**src/rtl/pc_addr_pkg.sv**
```systemverilog
`default_nettype none

package pc_addr_pkg;

  //////////////////////////////
  // Address types
  //////////////////////////////

  // Program counter, jump and branch targets, CSR and pin addresses
  typedef logic [31:0] pc_t;

  // Upper part of mtvec
  // Vector address is this base followed by MTVEC_LSB_W zero bits
  typedef logic [23:0] mtvec_base_t;

  // Number of zero bits appended below the mtvec base
  localparam int unsigned MTVEC_LSB_W = 8;

  //////////////////////////////
  // Sequential step sizes
  //////////////////////////////

  // Inserted (dummy) instruction, PC stays put
  localparam pc_t STEP_NONE       = 32'd0;
  // 16-bit compressed encoding
  localparam pc_t STEP_COMPRESSED = 32'd2;
  // Full 32-bit encoding
  localparam pc_t STEP_FULL       = 32'd4;

  //////////////////////////////
  // Instruction metadata
  //////////////////////////////

  // Travels with the instruction in the IF/ID register
  typedef struct packed {
    logic dummy;       // Inserted instruction, step of 0
    logic compressed;  // Step of 2 when set, else 4
  } instr_meta_t;

endpackage

`default_nettype wire

```
**src/rtl/pc_ctrl_pkg.sv**
```systemverilog
`default_nettype none

package pc_ctrl_pkg;

  //////////////////////////////
  // PC mux source
  //////////////////////////////

  // Source selected by the controller on a PC set
  typedef enum logic [3:0] {
    PC_BOOT     = 4'b0000,
    PC_JUMP     = 4'b0010,
    PC_BRANCH   = 4'b0011,
    PC_WB_PLUS4 = 4'b0100,
    PC_TRAP_EXC = 4'b0101,
    PC_TRAP_IRQ = 4'b0110,
    PC_TRAP_DBD = 4'b0111,
    PC_TRAP_DBE = 4'b1000,
    PC_MRET     = 4'b1001,
    PC_DRET     = 4'b1010,
    PC_TRAP_NMI = 4'b1011
  } pc_mux_e;

  // Sources whose target the monitor can rebuild from its inputs
  // WB plus 4 and interrupt targets are not visible here
  function automatic logic pc_src_recomputable(pc_mux_e src);
    logic not_visible;
    not_visible = (src == PC_WB_PLUS4) || (src == PC_TRAP_IRQ);
    return !not_visible;
  endfunction

endpackage

`default_nettype wire

```
**src/rtl/pc_event_if.sv**
```systemverilog
`timescale 1ns/10ps
`default_nettype none

interface pc_event_if;
  import pc_ctrl_pkg::*;

  // Recomputable PC set in the previous cycle
  logic    pc_set_q;
  // Mux source of the last PC set
  pc_mux_e pc_mux_q;
  // IF to ID transfer in the previous cycle
  logic    if_id_q;
  // Sticky, high from the first PC set after reset
  logic    compare_en_q;
  // Taken jump or mret, held until its second operation leaves ID
  logic    jmp_taken_q;
  // Taken branch, held until its second operation leaves EX
  logic    bch_taken_q;

  // Event capture side
  modport capture (
    output pc_set_q, pc_mux_q, if_id_q, compare_en_q, jmp_taken_q, bch_taken_q
  );

  // PC check side
  modport check (
    input pc_set_q, pc_mux_q, if_id_q, compare_en_q, jmp_taken_q, bch_taken_q
  );

endinterface

`default_nettype wire

```
**src/rtl/pc_alert.sv**
```systemverilog
`timescale 1ns/10ps
`default_nettype none

module pc_alert #(
  parameter int unsigned ERR_CNT_W = 8
) (
  input  wire logic             clk,
  input  wire logic             rst_n,
  input  wire logic             err_i,
  input  wire logic             alert_clr_i,
  output logic                  alert_o,
  output logic [ERR_CNT_W-1:0]  err_count_o
);

  // Error count word
  typedef logic [ERR_CNT_W-1:0] err_cnt_t;

  // Count holds here once reached
  localparam err_cnt_t CNT_MAX = '1;

  //////////////////////////////
  // Alert level and counter
  //////////////////////////////

  always_ff @(posedge clk or negedge rst_n) begin
    if (!rst_n) begin
      alert_o     <= 1'b0;
      err_count_o <= '0;
    end else if (alert_clr_i) begin
      // Software clear beats a same-cycle error
      alert_o     <= 1'b0;
      err_count_o <= '0;
    end else if (err_i) begin
      alert_o <= 1'b1;
      // Saturate instead of wrapping
      if (err_count_o != CNT_MAX) begin
        err_count_o <= err_count_o + err_cnt_t'(1);
      end
    end
  end

endmodule

`default_nettype wire

```
**src/rtl/pc_check.sv**
```systemverilog
`timescale 1ns/10ps
`default_nettype none

module pc_check (
  pc_event_if.check                   ev_i,
  // Fetch and ID state
  input  wire pc_addr_pkg::pc_t         pc_if_i,
  input  wire pc_addr_pkg::pc_t         id_pc_i,
  input  wire pc_addr_pkg::instr_meta_t id_meta_i,
  // Control flow targets
  input  wire pc_addr_pkg::pc_t         jump_target_id_i,
  input  wire pc_addr_pkg::pc_t         branch_target_ex_i,
  input  wire pc_addr_pkg::pc_t         mepc_i,
  input  wire pc_addr_pkg::mtvec_base_t mtvec_base_i,
  input  wire pc_addr_pkg::pc_t         dpc_i,
  input  wire pc_addr_pkg::pc_t         boot_addr_i,
  input  wire pc_addr_pkg::pc_t         dm_halt_addr_i,
  input  wire pc_addr_pkg::pc_t         dm_exception_addr_i,
  input  wire pc_addr_pkg::pc_t         nmi_addr_i,
  // Second operation decisions
  input  wire logic                     jump_in_id_i,
  input  wire logic                     jump_taken_id_i,
  input  wire logic                     branch_in_ex_i,
  input  wire logic                     branch_taken_ex_i,
  input  wire logic                     branch_decision_ex_i,
  input  wire logic                     last_op_id_i,
  input  wire logic                     last_op_ex_i,
  output logic                          err_o
);
  import pc_addr_pkg::*;
  import pc_ctrl_pkg::*;

  pc_t  step;
  pc_t  incr_addr;
  pc_t  ctrl_flow_addr;
  pc_t  check_addr;
  logic addr_err;
  logic taken_err;
  logic untaken_err;

  //////////////////////////////
  // Expected fetch PC
  //////////////////////////////

  // Sequential step from the ID instruction
  assign step      = id_meta_i.dummy      ? STEP_NONE       :
                     id_meta_i.compressed ? STEP_COMPRESSED : STEP_FULL;
  assign incr_addr = id_pc_i + step;

  // Target picked by the registered mux source
  // A corrupted mux select lands on a wrong target and shows as addr_err
  always_comb begin
    case (ev_i.pc_mux_q)
      PC_JUMP:     ctrl_flow_addr = jump_target_id_i;
      PC_MRET:     ctrl_flow_addr = mepc_i;
      PC_BRANCH:   ctrl_flow_addr = branch_target_ex_i;
      PC_TRAP_DBD: ctrl_flow_addr = dm_halt_addr_i;
      PC_TRAP_DBE: ctrl_flow_addr = dm_exception_addr_i;
      PC_TRAP_NMI: ctrl_flow_addr = nmi_addr_i;
      PC_TRAP_EXC: ctrl_flow_addr = {mtvec_base_i, {MTVEC_LSB_W{1'b0}}};
      PC_DRET:     ctrl_flow_addr = dpc_i;
      default:     ctrl_flow_addr = {boot_addr_i[31:2], 2'b00};
    endcase
  end

  // Halfword aligned fetch, bit 0 of a target never reaches IF
  assign check_addr = ev_i.pc_set_q ? {ctrl_flow_addr[31:1], 1'b0} : incr_addr;

  // Only meaningful right after a PC set or an IF to ID transfer
  assign addr_err = (ev_i.pc_set_q || ev_i.if_id_q) && (check_addr != pc_if_i);

  //////////////////////////////
  // Decision check
  //////////////////////////////

  // Taken first operation must be confirmed for as long as the flag holds
  assign taken_err = (ev_i.jmp_taken_q && !jump_in_id_i) ||
                     (ev_i.bch_taken_q && !(branch_in_ex_i && branch_decision_ex_i));

  // Second operation taken without a taken first one
  assign untaken_err = (!ev_i.jmp_taken_q && jump_taken_id_i && last_op_id_i) ||
                       (!ev_i.bch_taken_q && branch_taken_ex_i &&
                        branch_decision_ex_i && last_op_ex_i);

  // Quiet until the first PC set after reset
  assign err_o = (addr_err || taken_err || untaken_err) && ev_i.compare_en_q;

endmodule

`default_nettype wire

```
**src/rtl/pc_event_capture.sv**
```systemverilog
`timescale 1ns/10ps
`default_nettype none

module pc_event_capture (
  input  wire logic                clk,
  input  wire logic                rst_n,
  // Stage handshake levels
  input  wire logic                if_valid_i,
  input  wire logic                id_ready_i,
  input  wire logic                id_valid_i,
  input  wire logic                ex_ready_i,
  // Controller
  input  wire logic                pc_set_i,
  input  wire pc_ctrl_pkg::pc_mux_e pc_mux_i,
  input  wire logic                kill_id_i,
  input  wire logic                kill_ex_i,
  // Second operation of a split instruction is done
  input  wire logic                last_op_id_i,
  input  wire logic                last_op_ex_i,
  // Registered events towards the check
  pc_event_if.capture              ev_o
);
  import pc_ctrl_pkg::*;

  // Decoded controller events
  logic jmp_set;
  logic bch_set;
  logic jmp_clr;
  logic bch_clr;

  // Jump and mret are taken from ID, branches from EX
  assign jmp_set = pc_set_i && ((pc_mux_i == PC_JUMP) || (pc_mux_i == PC_MRET));
  assign bch_set = pc_set_i && (pc_mux_i == PC_BRANCH);

  // Flag drops once the last operation moves on, or its stage is flushed
  assign jmp_clr = (id_valid_i && ex_ready_i && last_op_id_i) || kill_id_i;
  assign bch_clr = (id_valid_i && ex_ready_i && last_op_ex_i) || kill_ex_i;

  //////////////////////////////
  // Event registers
  //////////////////////////////

  always_ff @(posedge clk or negedge rst_n) begin
    if (!rst_n) begin
      ev_o.pc_set_q     <= 1'b0;
      ev_o.pc_mux_q     <= PC_BOOT;
      ev_o.if_id_q      <= 1'b0;
      ev_o.compare_en_q <= 1'b0;
      ev_o.jmp_taken_q  <= 1'b0;
      ev_o.bch_taken_q  <= 1'b0;
    end else begin
      // Only sets with a known target take part in the address compare
      ev_o.pc_set_q <= pc_set_i && pc_src_recomputable(pc_mux_i);

      // Sequential step check follows each IF to ID transfer
      ev_o.if_id_q  <= if_valid_i && id_ready_i;

      // Mux source and compare enable on any PC set
      if (pc_set_i) begin
        ev_o.pc_mux_q     <= pc_mux_i;
        ev_o.compare_en_q <= 1'b1;
      end

      // Jump flag, clear wins over set
      if (jmp_clr) begin
        ev_o.jmp_taken_q <= 1'b0;
      end else if (jmp_set) begin
        ev_o.jmp_taken_q <= 1'b1;
      end

      // Branch flag, same priority
      if (bch_clr) begin
        ev_o.bch_taken_q <= 1'b0;
      end else if (bch_set) begin
        ev_o.bch_taken_q <= 1'b1;
      end
    end
  end

endmodule

`default_nettype wire

```
**src/rtl/pc_guard_top.sv**
```systemverilog
`timescale 1ns/10ps
`default_nettype none

module pc_guard_top #(
  parameter int unsigned ERR_CNT_W = 8
) (
  input  wire logic                     clk,
  input  wire logic                     rst_n,
  // Pipeline and stage
  input  wire logic                     if_valid_i,
  input  wire logic                     id_ready_i,
  input  wire logic                     id_valid_i,
  input  wire logic                     ex_ready_i,
  input  wire pc_addr_pkg::pc_t         pc_if_i,
  input  wire pc_addr_pkg::pc_t         id_pc_i,
  input  wire pc_addr_pkg::instr_meta_t id_meta_i,
  // Controller
  input  wire logic                     pc_set_i,
  input  wire pc_ctrl_pkg::pc_mux_e     pc_mux_i,
  input  wire logic                     kill_id_i,
  input  wire logic                     kill_ex_i,
  input  wire logic                     jump_in_id_i,
  input  wire logic                     jump_taken_id_i,
  input  wire logic                     branch_in_ex_i,
  input  wire logic                     branch_taken_ex_i,
  // EX and last operation
  input  wire logic                     branch_decision_ex_i,
  input  wire logic                     last_op_id_i,
  input  wire logic                     last_op_ex_i,
  // Targets
  input  wire pc_addr_pkg::pc_t         jump_target_id_i,
  input  wire pc_addr_pkg::pc_t         branch_target_ex_i,
  input  wire pc_addr_pkg::pc_t         mepc_i,
  input  wire pc_addr_pkg::mtvec_base_t mtvec_base_i,
  input  wire pc_addr_pkg::pc_t         dpc_i,
  input  wire pc_addr_pkg::pc_t         boot_addr_i,
  input  wire pc_addr_pkg::pc_t         dm_halt_addr_i,
  input  wire pc_addr_pkg::pc_t         dm_exception_addr_i,
  input  wire pc_addr_pkg::pc_t         nmi_addr_i,
  // Alert
  input  wire logic                     alert_clr_i,
  output logic                          pc_err_o,
  output logic                          alert_o,
  output logic [ERR_CNT_W-1:0]          err_count_o
);

  // Registered controller events, capture to check
  pc_event_if ev_if ();

  //////////////////////////////
  // Input side
  //////////////////////////////

  pc_event_capture pc_event_capture_i (
    .clk          (clk),
    .rst_n        (rst_n),
    .if_valid_i   (if_valid_i),
    .id_ready_i   (id_ready_i),
    .id_valid_i   (id_valid_i),
    .ex_ready_i   (ex_ready_i),
    .pc_set_i     (pc_set_i),
    .pc_mux_i     (pc_mux_i),
    .kill_id_i    (kill_id_i),
    .kill_ex_i    (kill_ex_i),
    .last_op_id_i (last_op_id_i),
    .last_op_ex_i (last_op_ex_i),
    .ev_o         (ev_if.capture)
  );

  //////////////////////////////
  // PC and decision check
  //////////////////////////////

  // Raw error goes straight out and into the alert block
  pc_check pc_check_i (
    .ev_i                 (ev_if.check),
    .pc_if_i              (pc_if_i),
    .id_pc_i              (id_pc_i),
    .id_meta_i            (id_meta_i),
    .jump_target_id_i     (jump_target_id_i),
    .branch_target_ex_i   (branch_target_ex_i),
    .mepc_i               (mepc_i),
    .mtvec_base_i         (mtvec_base_i),
    .dpc_i                (dpc_i),
    .boot_addr_i          (boot_addr_i),
    .dm_halt_addr_i       (dm_halt_addr_i),
    .dm_exception_addr_i  (dm_exception_addr_i),
    .nmi_addr_i           (nmi_addr_i),
    .jump_in_id_i         (jump_in_id_i),
    .jump_taken_id_i      (jump_taken_id_i),
    .branch_in_ex_i       (branch_in_ex_i),
    .branch_taken_ex_i    (branch_taken_ex_i),
    .branch_decision_ex_i (branch_decision_ex_i),
    .last_op_id_i         (last_op_id_i),
    .last_op_ex_i         (last_op_ex_i),
    .err_o                (pc_err_o)
  );

  //////////////////////////////
  // Output side
  //////////////////////////////

  pc_alert #(
    .ERR_CNT_W (ERR_CNT_W)
  ) pc_alert_i (
    .clk         (clk),
    .rst_n       (rst_n),
    .err_i       (pc_err_o),
    .alert_clr_i (alert_clr_i),
    .alert_o     (alert_o),
    .err_count_o (err_count_o)
  );

endmodule

`default_nettype wire

```
**config.mk**
```make
export PLATFORM = sky130hd
export DESIGN_NAME = pc_guard_top
export DESIGN_NICKNAME = d
export VERILOG_FILES = /design/src/rtl/pc_addr_pkg.sv /design/src/rtl/pc_ctrl_pkg.sv /design/src/rtl/pc_event_if.sv /design/src/rtl/pc_alert.sv /design/src/rtl/pc_check.sv /design/src/rtl/pc_event_capture.sv /design/src/rtl/pc_guard_top.sv
export SDC_FILE = /design/constraint.sdc
export NUM_CORES = 1
export LEC_CHECK = 0
export ABC_CLOCK_PERIOD_IN_PS = 12100
export BUFFER_PORTS_ARGS = -buffer_cell sky130_fd_sc_hd__buf_4
export CORE_AREA = 2 2 148 150
export DETAILED_ROUTE_END_ITERATION = 16
export DIE_AREA = 0 0 150 152
export HOLD_SLACK_MARGIN = 0.15
export PLACE_DENSITY_LB_ADDON = 0.2
export SLEW_MARGIN = 20
export SYNTH_ARGS = -nofsm -noshare
export SYNTH_HDL_FRONTEND = slang
export SYNTH_SLANG_ARGS = --single-unit
```
**constraint.sdc**
```tcl
create_clock -name clk -period 12.1 [get_ports clk]
set_input_delay 1.21 -clock clk [delete_from_list [all_inputs] [get_ports clk]]
set_output_delay 1.21 -clock clk [all_outputs]
set_load 0.03 [all_outputs]
```
==> results.yml, run 1 <==
run:
  max_cap_violations: 0
global_routing:
  grt_pass1_vias: 7476
  grt_overflow: 0
  grt_first_pass_wirelength_um: 47200
  grt_antenna_before_repair: 2
  grt_use_total_pct: 27.6
  grt_max_degree: 85
worst_setup_path:
  path_cells: "buf_4 > or2_2 > fa_1 > nand4b_2 > or4_4 > nor4_1 > xnor2_1 > o21ai_0 > a2111oi_0 > o211ai_1 > nor4_4 > nor2_1 > buf_4"
  crit_type: "in -> out"
  rr_endpoint: "pc_alert_i.err_count_o[5]"
  arrival_ns: 5.52
  end_kind: "primary output"
  worstRegToRegCells: 10
  slowest_stage: "or4_4"
  worstPathMaxFanout: 13
  startpoint_type: "input port"
  r2r_start: "pc_event_capture_i.ev_o.pc_set_q"
  required_ns: 10.89
  cpPeakStageDelay_ns: 0.70
  crit_path_frequent_cell: "buf_4"
  r2r_slack_ns: 6.83
finish:
  finalNetCount: 1443
  layout-drive-gt1-share_pct: 40.7
  multi_input_area_um2: 4500
  ff_latch_area_um2: 462
  fill_cells: 2300
  area_growth_pct: 57.4
routing:
  drtIter0Drc: 518
  drc: 0
  dr.pass1.iters: 4
  routedWlPerCell_um: 24.6
  drt-total-wl_um: 33300
  antenna_left: 0
  num_vias: 7647
  viasPerCell: 5.65
timing:
  relSlewSlack_pct: 27.3
  rsz0062_at_grt: "false"
  fin_crit_ns: 6.73
  slew_violations: 0
  fin_worst_hold_slack_ns: 0.474
  hold_viol_final: 0
  fin_crit_sh_pct: 55.6
  finalSetupViolations: 0
  clock_skew_ns: 0.00578
  setup_ws_ns: 5.37
  max_clock_freq_ghz: 0.149
  setup-tns-final_ns: 0
  tightest_slew_ns: 1.08
yosys:
  synthMuxAreaShare_pct: 9.67
  synth_fa_ha_area_share_pct: 1.27
  synth_edf_count: 0
  netlist_instances: 747
  syn-cell-area_um2: 5310
  ys_seq_elements: 18
  syn_nets: 1118
  async_flop_share_pct: 100
  post_synth_num_cell_types: 91
  synth_top_area_share_pct: 8.49
  synth_seq_area_share_pct: 8.49
  ys.warnings.count: 0
  ys_top_cells_by_area: "dfrtp_1 8.5%, mux2i_1 5.8%, a21oi_1 4.8%"
  synthSimpleGateAreaFrac_pct: 32.1
  synthXorXnorAreaFrac_pct: 5.45
  synth_area_per_cell_um2: 7.11
  ys.flop_type: "dfrtp_1"
  synth-compound-area-share_pct: 36.2
  synth_top_cell_by_area: "dfrtp_1"
  synth_top_family_by_area: "compound AO/OA/AOI/OAI gates"
floorplanning:
  pin_count: 377
  std_cell_rows: 54
  initial_core_util_pct: 24.9
  dieArea_um2: 22800
  die_h_um: 152
  fp.dieW_um: 150
  fp.coreArea_um2: 21400
pwr:
  p_per_area_nw_per_um2: 60.2
  p_total_mw: 0.503
  ir_drop_mv: 0.0445
  leakagePower_nw: 3.61
clock_network:
  clock-sinks: 18
  cts_buffers: 3
  cts_tree: "done"
  path_clk_slew_ns: 0.06
  clockRootBuffer: "clkbuf_16"
  clk_latency_ns: 0.25
  cts_setup_buffers: 0
  cts-resized-gates: 0
  cts_buffer_depth: 2
  cts_hold_buf: 0
  cts_max_level: 1
worst_hold_path:
  hp-start: "pc_event_capture_i.ev_o.compare_en_q"
  hold_class: "reg -> reg"
  hold_depth: 1
  hold_end: "pc_event_capture_i.ev_o.compare_en_q"
placed_design:
  dp_slack_ns: 5.38
  hpwl_um: 26600
  gp_routability_congestion: 0.893
  io_buffers: 367
status:
  status: "finished, final reports clean"
==> state kept, by name, summed over array words and instances, names as in the netlist <==
name / flops
pc_event_capture_i.ev_o.bch_taken_q: 1
pc_event_capture_i.ev_o.jmp_taken_q: 1
pc_event_capture_i.ev_o.pc_set_q: 1
pc_event_capture_i.ev_o.if_id_q: 1
pc_alert_i.err_count_o: 8
pc_event_capture_i.ev_o.compare_en_q: 1
pc_event_capture_i.ev_o.pc_mux_q: 4
pc_alert_i.alert_o: 1
==> critical path, delay by kind of cell <==
family                   cells  cell delay, ns
XOR/XNOR                     1            0.15
AND/OR/NAND/NOR              6            2.55
adder cells (fa/ha/maj)      1            0.46
AO/OA/AOI/OAI                3            0.81
buffers and inverters        2            0.33
==> metal layers <==
metal	track usage [%]	wire length, um
met4	8.58	1130
met3	5.71	2830
met2	45.2	15500
met5	0	0
met1	36.1	13900
==> cells by family after synthesis <==
family | after synthesis
adders and majority gates | 5
muxes | 48
AOI/OAI and AO/OA | 270
and+or+nand+nor | 286
xor gates and xnor gates | 33
buffers and inverters | 87
DFF | 18
==> cells in the mapped netlist, types with 16 or more instances <==
| library cell | instances |
|---|---|
| a21oi_1 | 51 |
| a22oi_1 | 20 |
| buf_2 | 23 |
| clkbuf_1 | 33 |
| dfrtp_1 | 18 |
| inv_1 | 23 |
| mux2i_1 | 31 |
| nand2_1 | 43 |
| nand2b_1 | 26 |
| nand3_1 | 26 |
| nand4_1 | 16 |
| nor2_1 | 34 |
| nor2b_1 | 21 |
| nor3_1 | 21 |
| o211ai_1 | 17 |
| o21ai_0 | 41 |
| xnor2_1 | 22 |
==> power by group <==
part           internal, mW  switching (mW)
logic                 0.167           0.192
clock network        0.0448          0.0225
registers            0.0640          0.0126
==> per-stage QoR <==
stage | instance area (um2) | instances | util [%]
final | 8360 | 1353 | 39.1
after global routing | 8350 | 1352 | 39.1
after CTS | 8350 | 1351 | 39.1
after detailed placement | 8270 | 1347 | 38.7
after global placement | 8270 | 1347 | 38.7
after floorplan | 5310 | 747 | -
==> worst max-delay path by stage <==
| stage | start | endpoint | slack [ns] | cells past startpoint |
|---|---|---|---|---|
| 3_3_place_gp | id_meta_i[1] | pc_err_o | 5.43 | 13 |
| 2_1_floorplan | id_meta_i[1] | pc_err_o | 6.11 | 12 |
| 3_5_place_dp | id_meta_i[1] | pc_err_o | 5.38 | 13 |
| 6_report | id_meta_i[1] | pc_err_o | 5.37 | 13 |
| 5_1_grt | id_meta_i[1] | pc_err_o | 5.00 | 15 |
| 4_1_cts | id_meta_i[1] | pc_err_o | 5.36 | 13 |
==> cells in the final DEF, fill, tap and decap left out, drive strengths merged, types with 7 or more instances in the layout <==
cell and instances:
a2111oi 7, a211oi 12, a21oi 51, a22o 8
a22oi 20, a31oi 9, and3 12, and3b 7
buf 383, dfrtp 18, inv 23, mux2 16
mux2i 31, nand2 43, nand2b 26, nand3 26
nand3b 14, nand4 17, nor2 36, nor2b 21
nor3 21, nor4 14, o2111ai 7, o211ai 17
o21ai 41, o221ai 9, o22ai 14, o31a 7
or2 7, or4 8, xnor2 22, xor2 11
==> cell type report <==
type | count | area share, %
multi-input combinational | 642 | 53.8
clock buffer | 4 | 0.943
antenna | 2 | 0.0599
tap | 280 | 4.19
inverter | 24 | 1.08
timing repair buffer | 383 | 34.4
sequential | 18 | 5.52
(Power assumes the default switching activity.)
==> inputs of run 2 (changes only) <==
--- a/config.mk
+++ b/config.mk
@@ -5,11 +5,11 @@
 export SDC_FILE = /design/constraint.sdc
 export NUM_CORES = 1
 export LEC_CHECK = 0
-export ABC_CLOCK_PERIOD_IN_PS = 12100
+export ABC_CLOCK_PERIOD_IN_PS = 5500
 export BUFFER_PORTS_ARGS = -buffer_cell sky130_fd_sc_hd__buf_4
-export CORE_AREA = 2 2 148 150
+export CORE_AREA = 2 2 147 149
 export DETAILED_ROUTE_END_ITERATION = 16
-export DIE_AREA = 0 0 150 152
+export DIE_AREA = 0 0 149 151
 export HOLD_SLACK_MARGIN = 0.15
 export PLACE_DENSITY_LB_ADDON = 0.2
 export SLEW_MARGIN = 20
==> constraint.sdc (replaced) <==
create_clock -name clk -period 5.5 [get_ports clk]
set_input_delay 0.55 -clock clk [delete_from_list [all_inputs] [get_ports clk]]
set_output_delay 0.55 -clock clk [all_outputs]
set_load 0.03 [all_outputs]
==> run 2 against run 1 <==
  * Worst hold slack got worse by 0.31 ns
  * Cell area rose by 1.2%
  * Via count shrank 0.10%
  * Critical path depth unchanged
  * Worst setup slack lost 5.0 ns
  * Clock power rose by 140%
  * Sequential power increased by 120%
  * Global-route usage rose by 0.92 points
  * Sequential share of layout area shrank 0.095 points
  * Register-to-register slack worse by 5.9 ns
  * Combinational power grew 120%
  * Clock skew fell by 0.0026 ns
  * Critical endpoint unchanged
  * Largest cell class unchanged
  * Largest power group unchanged
==> results.yml, run 2 (synthesized netlist as in run 1, its figures left out) <==
worst_setup_path:
  startpoint_type: "input port"
  worstPathMaxFanout: 13
  worstRegToRegCells: 13
  required_ns: 4.95
  crit_type: "in -> out"
  end_kind: "primary output"
  r2r_start: "pc_event_capture_i.ev_o.pc_mux_q[2]"
  r2r_slack_ns: 0.89
  arrival_ns: 4.57
  rr_endpoint: "pc_alert_i.err_count_o[0]"
floorplanning:
  initial_core_util_pct: 25.5
  pin_count: 377
  fp.dieW_um: 149
  fp.coreArea_um2: 20800
  dieArea_um2: 22500
  die_h_um: 151
  std_cell_rows: 53
clock_network:
  cts_hold_buf: 0
  clk_latency_ns: 0.25
  cts_tree: "done"
  clockRootBuffer: "clkbuf_16"
  cts_max_level: 1
  cts-resized-gates: 0
  cts_setup_buffers: 0
  path_clk_slew_ns: 0.05
  cts_buffer_depth: 2
  clock-sinks: 18
  cts_buffers: 3
routing:
  viasPerCell: 5.63
  drtIter0Drc: 532
  drt-total-wl_um: 34100
  routedWlPerCell_um: 25.1
  num_vias: 7639
  antenna_left: 0
  drc: 0
  dr.pass1.iters: 5
finish:
  fin_area_um2: 8460
  layout_commonest_cell: "buf_4"
  ff_latch_area_um2: 459
  final_cell_mix: "388 x buf_4, 51 x a21oi_1, 43 x nand2_1"
  multi_input_area_um2: 4490
  area_growth_pct: 59.3
  layout-drive-gt1-share_pct: 41.2
  reg_top3: "pc_alert_i.err_count_o: 8 flops, pc_event_capture_i.ev_o.pc_mux_q: 4 flops"
  finalNetCount: 1451
  largest_reg_flops: 8
  fill_cells: 2311
  regMostFlops: "pc_alert_i.err_count_o"
pwr:
  p_per_area_nw_per_um2: 134
  leakagePower_nw: 3.67
  ir_drop_mv: 0.176
timing:
  max_clock_freq_ghz: 0.195
  fin_crit_sh_pct: 93.2
  tightest_slew_ns: 1.23
  setup-tns-final_ns: 0
  clock_skew_ns: 0.00316
  relSlewSlack_pct: 17.6
  fin_crit_ns: 5.12
  hold_viol_final: 0
  slew_violations: 0
  fin_worst_hold_slack_ns: 0.163
  finalSetupViolations: 0
  rsz0062_at_grt: "false"
placed_design:
  hpwl_um: 27600
  gp_routability_congestion: 0.884
  placed_area_um2: 8360
  io_buffers: 367
run:
  max_cap_violations: 0
status:
  status: "finished, final reports clean"
global_routing:
  grt_pass1_vias: 7460
  grt_max_degree: 74
  grt_use_total_pct: 28.5
  grt_antenna_before_repair: 3
  grt_overflow: 0
  grt_first_pass_wirelength_um: 47700
worst_hold_path:
  hold_class: "in -> async"
## run 2: how the worst max path moves through the flow
| stage | start | to | slack [ns] | depth (start not counted) |
|---|---|---|---|---|
| floorplan | id_meta_i[1] | pc_err_o | 0.83 | 12 |
| global placement | id_meta_i[1] | pc_err_o | 0.46 | 13 |
| detailed placement | id_meta_i[1] | pc_err_o | 0.38 | 13 |
| CTS | id_meta_i[1] | pc_err_o | 0.38 | 13 |
| global route | id_meta_i[1] | pc_err_o | 0.07 | 15 |
| finish | id_meta_i[1] | pc_err_o | 0.38 | 13 |
## run 2: per-stage QoR
| step | cells | power (mW) | util (%) | setup WS [ns] |
|---|---|---|---|---|
| detailed placement | 1350 | 0.963 | 40.2 | 0.385 |
| finish | 1357 | 1.13 | 40.6 | 0.376 |
| global placement | 1350 | 0.961 | 40.2 | 0.460 |
| floorplan | 747 | 0.536 | - | 0.828 |
| CTS | 1354 | 1.13 | 40.6 | 0.376 |
| global route | 1355 | 1.19 | 40.6 | 0.0685 |
## run 2: worst max-delay path, cell delays in order
cell	delay, ns
buf_4	0.11
or2_2	0.31
fa_1	0.47
nand4b_2	0.29
or4_4	0.69
nor4_1	0.36
xnor2_1	0.15
o21ai_0	0.16
a2111oi_0	0.49
o211ai_1	0.21
nor4_4	0.42
nor2_1	0.15
buf_4	0.20
## run 2: layer usage
metal	wire length [um]	track usage, %	vias up
li1	-	-	3606
met1	13600	35.7	3572
met2	15800	47.4	396
met3	3230	6.99	65
met4	1500	10.2	0
met5	0	0	-
## run 2: report_power, final
| group | total (mW) | internal (mW) | switching, mW |
|---|---|---|---|
| sequential | 0.169 | 0.140 | 0.0291 |
| clock | 0.161 | 0.111 | 0.0502 |
| combinational | 0.802 | 0.378 | 0.424 |
## run 2: final cells by class
cell class / count / area share, %
antenna: 3 / 0.0888
clock buffer: 4 / 1.05
inverter: 24 / 1.07
multi-input combinational: 642 / 53.1
sequential: 18 / 5.43
tap: 275 / 4.07
timing repair buffer: 391 / 35.2
==> inputs of run 3 (changes only) <==
--- a/config.mk
+++ b/config.mk
@@ -6,7 +6,7 @@
 export NUM_CORES = 1
 export LEC_CHECK = 0
 export ABC_CLOCK_PERIOD_IN_PS = 5500
-export BUFFER_PORTS_ARGS = -buffer_cell sky130_fd_sc_hd__buf_4
+export BUFFER_PORTS_ARGS = -buffer_cell sky130_fd_sc_hd__buf_2
 export CORE_AREA = 2 2 147 149
 export DETAILED_ROUTE_END_ITERATION = 16
 export DIE_AREA = 0 0 149 151
==> run 3 against run 2 <==
  * Worst hold slack improved by 0.074 ns
  * Routed wire length fell by 1.8%
  * Total power fell by 5.7%
  * Clock power barely moved
  * Largest cell class unchanged
  * Critical endpoint unchanged
  * Combinational power fell by 8.6%
  * Global-route usage fell by 0.58 points
  * Die area did not move
  * Highest routed layer is now met5
  * Clock skew fell by 0.00083 ns
  * Critical path depth did not move
  * Fmax rose by 0.14%
  * Register-to-register slack improved by 0.15 ns
==> results.yml, run 3 (synthesized netlist as in run 1, its figures left out) <==
finish:
  reg_top3: "pc_alert_i.err_count_o: 8 flops, pc_event_capture_i.ev_o.pc_mux_q: 4 flops"
  finalNetCount: 1464
  area_growth_pct: 43.6
  final_cell_mix: "367 x buf_2, 51 x a21oi_1, 43 x nand2_1"
  regMostFlops: "pc_alert_i.err_count_o"
  layout-drive-gt1-share_pct: 41.9
  layout_commonest_cell: "buf_2"
  post-route-util_pct: 36.6
  largest_reg_flops: 8
routing:
  drtIter0Drc: 470
  routedWlPerCell_um: 24.4
  num_vias: 7753
  drt-total-wl_um: 33500
  viasPerCell: 5.64
  dr.pass1.iters: 5
  antenna_left: 0
  drc: 0
timing:
  rsz0062_at_grt: "false"
  setup-tns-final_ns: 0
  max_clock_freq_ghz: 0.195
  fin_crit_ns: 5.12
  hold_viol_final: 0
  finalSetupViolations: 0
  relSlewSlack_pct: 28.4
  tightest_slew_ns: 1.06
  clock_skew_ns: 0.00233
  fin_crit_sh_pct: 93.0
  slew_violations: 0
worst_setup_path:
  crit_path_frequent_cell: "buf_2"
  arrival_ns: 4.57
  required_ns: 4.95
  worstRegToRegCells: 12
  path_cells: "buf_2 > or2_2 > fa_1 > nand4b_2 > or4_4 > nor4_1 > xnor2_1 > o21ai_0 > a2111oi_0 > o211ai_1 > nor4_4 > nor2_1 > buf_2"
  cpPeakStageDelay_ns: 0.70
  critPathBufInv: 2
  worstPathMaxFanout: 13
  crit_family: "simple AND/OR/NAND/NOR gates"
  startpoint_type: "input port"
  cp_num_cells: 13
  r2r_slack_ns: 1.04
  end_kind: "primary output"
  crit_type: "in -> out"
  slowest_stage: "or4_4"
global_routing:
  grt_first_pass_wirelength_um: 46600
  grt_use_met2_pct: 47.0
  grt_antenna_before_repair: 9
  use_met1_pct: 35.0
  met3_usage_pct: 5.30
  grt_pass1_vias: 7454
  grt_max_degree: 54
  grt_use_total_pct: 27.9
  grt_overflow: 0
  grt_busiest_layer: "met2"
clock_network:
  cts_max_level: 1
  cts_buffers: 3
  cts_buffer_depth: 2
  clockRootBuffer: "clkbuf_16"
  path_clk_slew_ns: 0.05
  clk_latency_ns: 0.25
  cts_setup_buffers: 0
  cts_hold_buf: 0
  cts-resized-gates: 0
  clock-sinks: 18
  cts_tree: "done"
floorplanning:
  std_cell_rows: 53
  dieArea_um2: 22500
  initial_core_util_pct: 25.5
  die_h_um: 151
  fp.coreArea_um2: 20800
  fp.dieW_um: 149
  pin_count: 377
placed_design:
  io_buffers: 367
  gp_routability_congestion: 0.897
  hpwl_um: 27300
run:
  max_cap_violations: 0
pwr:
  leakagePower_nw: 3.41
  p_per_area_nw_per_um2: 140
  ir_drop_mv: 0.227
worst_hold_path:
  hold_class: "in -> async"
status:
  status: "finished, final reports clean"
run 3: cell types whose count changed in the layout (fill, tap and decap cells not counted), sizes merged:
cell,previous run,this run
buf,391,404
diode,3,8
run 3: metrics by stage:
stage               hold WS (ns)  setup slack, ns  cell area, um2  power [mW]  instances
global route               0.275          0.00796            7610        1.13       1370
detailed placement         0.475            0.405            7510       0.900       1363
floorplan                  0.254            0.828            5310       0.536        747
global placement           0.476            0.484            7510       0.901       1363
CTS                        0.247            0.398            7600        1.06       1367
finish                     0.237            0.383            7620        1.07       1375
run 3: layout make-up:
cell class	count	area [um2]
Sequential cell	18	459
Inverter	24	90.1
Tap cell	275	344
Fill cell	2345	13200
Multi-Input combinational cell	642	4490
Antenna cell	8	20.0
Clock buffer	4	88.8
Timing Repair Buffer	404	2130
run 3: per-layer routing:
metal	vias to the layer above	wire length (um)
li1	3635	-
met1	3648	13600
met2	406	15500
met3	62	2930
met4	2	1450
met5	-	13
run 3: report_power, final:
group	internal [mW]	total, mW	switching [mW]	leakage (nW)
logic	0.313	0.733	0.421	3.14
registers	0.140	0.175	0.0347	0.226
clock network	0.111	0.159	0.0485	0.0442
run 3: worst paths after layout:
check	end	start
worst max-delay path	pc_err_o	id_meta_i[1]
worst min-delay path	pc_alert_i.err_count_o[2]	rst_n
worst max register to register	pc_alert_i.err_count_o[3]	pc_event_capture_i.ev_o.pc_mux_q[1]
worst min register to register	pc_event_capture_i.ev_o.compare_en_q	pc_event_capture_i.ev_o.compare_en_q
max in group asynchronous	pc_event_capture_i.ev_o.pc_mux_q[1]	rst_n
min in group clk	pc_event_capture_i.ev_o.bch_taken_q	kill_ex_i
